[src/rtl/tcb_params.svh]
// bus subsystem widths, response delay and memory depth
`ifndef TCB_PARAMS_SVH
`define TCB_PARAMS_SVH

// byte address width
`define TCB_ADR_W 16

// data width and bytes per word
`define TCB_DAT_W 32
`define TCB_BYT (`TCB_DAT_W/8)

// response delay in cycles, memory and tracker agree on this
`define TCB_DLY 1

// memory depth in words
// word addresses at or above this flag an error
`define TCB_MEM_WORDS 256

`endif

[src/rtl/tcb_pkg.sv]
// struct types for log-size requests, byte-enable requests and responses
`include "tcb_params.svh"

package tcb_pkg;

    ////////////////////////////////////////
    // manager side
    ////////////////////////////////////////

    // log-size request
    // payload sits in the low bytes of wdt
    typedef struct packed {
        logic                  wen;
        logic                  ndn;
        logic [`TCB_ADR_W-1:0] adr;
        logic [1:0]            siz;
        logic [`TCB_DAT_W-1:0] wdt;
    } tcb_req_t;

    // attributes kept until the response arrives
    typedef struct packed {
        logic                         ndn;
        logic [$clog2(`TCB_BYT)-1:0]  off;
        logic [1:0]                   siz;
    } tcb_attr_t;

    ////////////////////////////////////////
    // memory side
    ////////////////////////////////////////

    // byte-enable request
    // data already steered onto its byte lanes
    typedef struct packed {
        logic                  wen;
        logic [`TCB_ADR_W-1:0] adr;
        logic [`TCB_BYT-1:0]   byt;
        logic [`TCB_DAT_W-1:0] wdt;
    } tcb_mem_req_t;

    // response, shared by both sides
    typedef struct packed {
        logic [`TCB_DAT_W-1:0] rdt;
        logic                  err;
    } tcb_rsp_t;

endpackage : tcb_pkg

[src/rtl/tcb_logsize2byteena.sv]
// log-size to byte-enable converter with write and read lane steering
`timescale 1ns/1ps
`include "tcb_params.svh"

module tcb_logsize2byteena import tcb_pkg::*; #(
    parameter bit aligned = 1'b0
) (
    input  logic         req_vld,
    input  tcb_req_t     req,
    input  tcb_attr_t    rsp_attr,
    input  tcb_rsp_t     mem_rsp,
    output logic         mem_vld,
    output tcb_mem_req_t mem_req,
    output tcb_rsp_t     rsp
);

    localparam int nbyt  = `TCB_BYT;
    localparam int off_w = $clog2(nbyt);

    // request and response side offsets
    logic [off_w-1:0] req_off;
    logic [off_w-1:0] rsp_off;

    // byte enables and lane views of the data
    logic [nbyt-1:0]      mem_byt;
    logic [nbyt-1:0][7:0] req_wdt;
    logic [nbyt-1:0][7:0] mem_wdt;
    logic [nbyt-1:0][7:0] mem_rdt;
    logic [nbyt-1:0][7:0] rsp_rdt;

    // or of each bit with all bits above it
    function automatic logic [nbyt-1:0] prefix_or(input logic [nbyt-1:0] val);
        logic [nbyt-1:0] res;
        res[nbyt-1] = val[nbyt-1];
        for (int i = nbyt - 1; i > 0; i--) begin
            res[i-1] = res[i] | val[i-1];
        end
        return res;
    endfunction

    assign req_off = req.adr[off_w-1:0];
    assign rsp_off = rsp_attr.off;
    assign req_wdt = req.wdt;
    assign mem_rdt = mem_rsp.rdt;

    ////////////////////////////////////////
    // lane steering
    ////////////////////////////////////////

    if (aligned) begin : gen_aligned

        // offset bits kept for each size
        logic [off_w-1:0] req_msk;
        logic [off_w-1:0] rsp_msk;

        always_comb begin
            for (int k = 0; k < off_w; k++) begin
                req_msk[k] = (k >= req.siz);
                rsp_msk[k] = (k >= rsp_attr.siz);
            end
        end

        // enable the lanes of the naturally aligned slot
        // payload replicated across all lanes
        always_comb begin
            for (int i = 0; i < nbyt; i++) begin
                mem_byt[i] = ((req_off & req_msk) == (off_w'(i) & req_msk));
                mem_wdt[i] = req_wdt[off_w'(i) & ~req_msk];
            end
        end

        // pull the slot down to the low bytes
        // upper result bytes repeat the word, don't care
        always_comb begin
            logic [nbyt-1:0] src;
            for (int i = 0; i < nbyt; i++) begin
                src = (~prefix_or(nbyt'(i)) & nbyt'(rsp_off & rsp_msk)) | nbyt'(i);
                rsp_rdt[i] = mem_rdt[off_w'(src)];
            end
        end

    end else begin : gen_unaligned

        // byte counts, 2 to the power siz
        logic [off_w:0] req_cnt;
        logic [off_w:0] rsp_cnt;

        assign req_cnt = (off_w + 1)'(1) << req.siz;
        assign rsp_cnt = (off_w + 1)'(1) << rsp_attr.siz;

        // enables and write data rotated by the offset, wrapping in the word
        always_comb begin
            logic [off_w-1:0] rel;
            logic [off_w-1:0] src;
            for (int i = 0; i < nbyt; i++) begin
                rel = off_w'(i) - req_off;
                mem_byt[i] = ({1'b0, rel} < req_cnt);
                if (req.ndn) begin
                    // big endian, payload bytes reversed within the count
                    src = off_w'(req_cnt - 1'b1) - off_w'(i) + req_off;
                end else begin
                    src = rel;
                end
                mem_wdt[i] = req_wdt[src];
            end
        end

        // read data, mirror of the write mapping
        always_comb begin
            logic [off_w-1:0] src;
            for (int i = 0; i < nbyt; i++) begin
                if (rsp_attr.ndn) begin
                    src = off_w'(rsp_cnt - 1'b1) - off_w'(i) + rsp_off;
                end else begin
                    src = off_w'(i) + rsp_off;
                end
                rsp_rdt[i] = mem_rdt[src];
            end
        end

    end

    ////////////////////////////////////////
    // outputs
    ////////////////////////////////////////

    // request side, every valid cycle is passed on
    assign mem_vld = req_vld;
    assign mem_req = '{wen: req.wen, adr: req.adr, byt: mem_byt, wdt: mem_wdt};

    // response side, error passes straight through
    assign rsp = '{rdt: rsp_rdt, err: mem_rsp.err};

endmodule : tcb_logsize2byteena

[config.mk]
export PLATFORM = sky130hd
export DESIGN_NAME = tcb_logsize2byteena
export DESIGN_NICKNAME = d
export VERILOG_FILES = /design/src/rtl/tcb_pkg.sv /design/src/rtl/tcb_logsize2byteena.sv
export VERILOG_INCLUDE_DIRS = /design/src /design/src/rtl
export SDC_FILE = /design/constraint.sdc
export NUM_CORES = 1
export LEC_CHECK = 0
export BUFFER_PORTS_ARGS = -buffer_cell sky130_fd_sc_hd__buf_2
export CAP_MARGIN = 10
export CORE_MARGIN = 4
export CORE_UTILIZATION = 44
export DETAILED_ROUTE_END_ITERATION = 16
export PLACE_DENSITY = 0.9
export SLEW_MARGIN = 25
export SYNTH_ARGS = -nofsm -noshare
export SYNTH_HDL_FRONTEND = slang
export SYNTH_SLANG_ARGS = --single-unit
[constraint.sdc]
create_clock -name vclk -period 8.2
set_input_delay 1.64 -clock vclk [all_inputs]
set_output_delay 1.64 -clock vclk [all_outputs]
set_load 0.05 [all_outputs]
==> impl_metrics.tcl <==
set metrics [dict create \
    arrival_ns 4.02 \
    fin_crit_sh_pct 69.0 \
    synth.top_cell.area_share_pct 33.3 \
    wirelength_um 6120 \
    finalHoldViolations 0 \
    ys_top_cells_by_area "mux4_2 33%, mux4_1 21%, mux2i_1 16%, buf_4 7.9%, ha_1 4.2%" \
    start_util_pct 46.9 \
    syn-cell-area_mm2 0.00210 \
    drtIter0Drc 68 \
    postCtsSetupBuffers 0 \
    endpoint "mem_req[20]" \
    post-dp-hpwl_um 5190 \
    grt_overflow 0 \
    fillCellCount 363 \
    register_area_um2 0 \
    setup_violations 0 \
    area_growth_pct 31.6 \
    layout_min_cycle_time_ns 5.66 \
    antenna_left 0 \
    cap_viol_max_count 0 \
    grt_max_degree 33 \
    synthesis.nets 252 \
    seq_cells 0 \
    hp-class "in -> out" \
    ys_seq_area_share_pct 0 \
    grt_pass1_vias 2005 \
    rsz0062_at_grt "no" \
    critical_path_class "in -> out" \
    yosysTopAreaCell "mux4_2" \
    status "completed" \
    via_per_inst 6.20 \
    slew_violations 0 \
    syn_avg_cell_area_um2 13.6 \
    avgRoutedWirePerCell_um 18.9 \
    nClkBuffers 0 \
    holdBufCountCts 0 \
    die_y_um 77.0 \
    fp-row-count 24 \
    startpoint "req[32]" \
    fin_tns_setup_ns 0 \
    drc_errors 0 \
    vias 2004 \
    synthCells 154 \
    synthTopCellsByCount "33 x mux2i_1, 31 x mux4_2, 22 x buf_4" \
    p_clk_share_pct 0 \
    multi_input_area_mm2 0.00189 \
    power_leakage_nw 1.35 \
    port_buffers 144 \
    power.share.combinational_pct 100.0 \
    whs_ns 3.28 \
    max_freq_mhz 177 \
    die_w_um 77.0 \
    p_sw_share_pct 68.0 \
    endpoint_kind "primary output" \
    core_area_mm2 0.00447 \
    p_per_area_mw_per_mm2 164 \
    irDropWorstVdd_v 0.000111 \
    layout-drive-gt1-share_pct 70.0 \
    grt_pass1_wl_um 9870 \
    cp.required_ns 6.56 \
    grt_util_all_layers_pct 19.6 \
    place.gp.congestion 0.773 \
    ys_warn_count 0 \
    ios 178 \
    cts-resized-gates 0 \
    startpoint_type "input port" \
    maxSlewHeadroom_pct 55.4 \
    ys_types 27 \
    die_area_mm2 0.00593 \
    final_nets 370 \
    antenna_found_initial 1 \
    crit_fanout 16 \
    power.switching_mw 0.309 \
    synth.most_common_cell "mux2i_1" \
    p_seq_share_pct 0 \
    p_int_mw 0.145 \
    drtPass1Iterations 4 \
    tightestPinTransition_ns 0.669 \
]
through the flow:
step	cells	utilization [%]	worst slack, ns	power (mW)	area [µm²]
after global placement	320	59.9	2.46	0.441	2680
after CTS	320	60.2	2.41	0.449	2690
after detailed placement	320	60.2	2.41	0.449	2690
final	323	61.7	2.54	0.454	2760
after floorplan	154	-	2.70	0.378	2100
after global routing	323	61.7	2.38	0.474	2760
how the worst min path moves through the flow:
stage                       start           to  slack [ns]  depth (start not counted)
after floorplan           req[34]  mem_req[36]        3.45                          1
after global placement    req[36]  mem_req[38]        3.28                          0
after detailed placement  req[36]  mem_req[38]        3.28                          0
after CTS                 req[36]  mem_req[38]        3.28                          0
after global routing      req[40]  mem_req[42]        3.28                          0
final                     req[40]  mem_req[42]        3.28                          0
critical path, cell delays in order:
cell and delay [ns]:
buf_2 0.14, or2_2 0.30, ha_1 0.19, xor2_1 0.23, a21oi_4 0.11, xnor2_4 0.53, mux4_1 0.65, buf_2 0.23
layer usage:
layer	track usage (%)	vias to the layer above	wire length, µm
met5	0	-	0
met4	4.45	0	140
met3	3.04	14	484
met2	39.5	114	3510
met1	21.1	992	1980
li1	-	884	-
layout by cell type, fill, tap and decap left out:
| master | n |
|---|---|
| o2bb2ai_1 | 1 |
| xnor2_1 | 1 |
| or2_2 | 2 |
| a21oi_4 | 3 |
| xor2_1 | 3 |
| xor2_4 | 2 |
| nand2b_1 | 1 |
| buf_16 | 2 |
| xnor2_4 | 3 |
| inv_1 | 6 |
| mux4_1 | 17 |
| mux4_2 | 31 |
| nor2_1 | 6 |
| nand2_1 | 1 |
| buf_2 | 144 |
| mux2i_4 | 1 |
| diode_2 | 1 |
| o21ai_2 | 1 |
| o22ai_1 | 3 |
| ha_1 | 7 |
| a21oi_1 | 2 |
| nor2b_1 | 1 |
| mux2i_1 | 32 |
power groups by stage:
stage / clock, mW / combinational (mW) / sequential [mW]
floorplan: 0 / 0.378 / 0
global placement: 0 / 0.441 / 0
detailed placement: 0 / 0.449 / 0
CTS: 0 / 0.449 / 0
global route: 0.0000000163 / 0.474 / 0
finish: 0.0000000163 / 0.454 / 0
cells by family after synthesis:
kind of cell | share of synthesized area (%)
compound gates | 4.18
simple gates | 2.45
xor+xnor | 7.16
buf+inv | 11.7
fa+ha+maj | 4.18
mux | 70.3
area by class of cell:
| type | count | area share, % |
|---|---|---|
| antenna | 1 | 0.0907 |
| multi-input combinational | 118 | 68.6 |
| tap | 52 | 2.36 |
| inverter | 6 | 0.816 |
| timing repair buffer | 146 | 28.1 |
No activity file was read; power rests on OpenSTA's default activity.
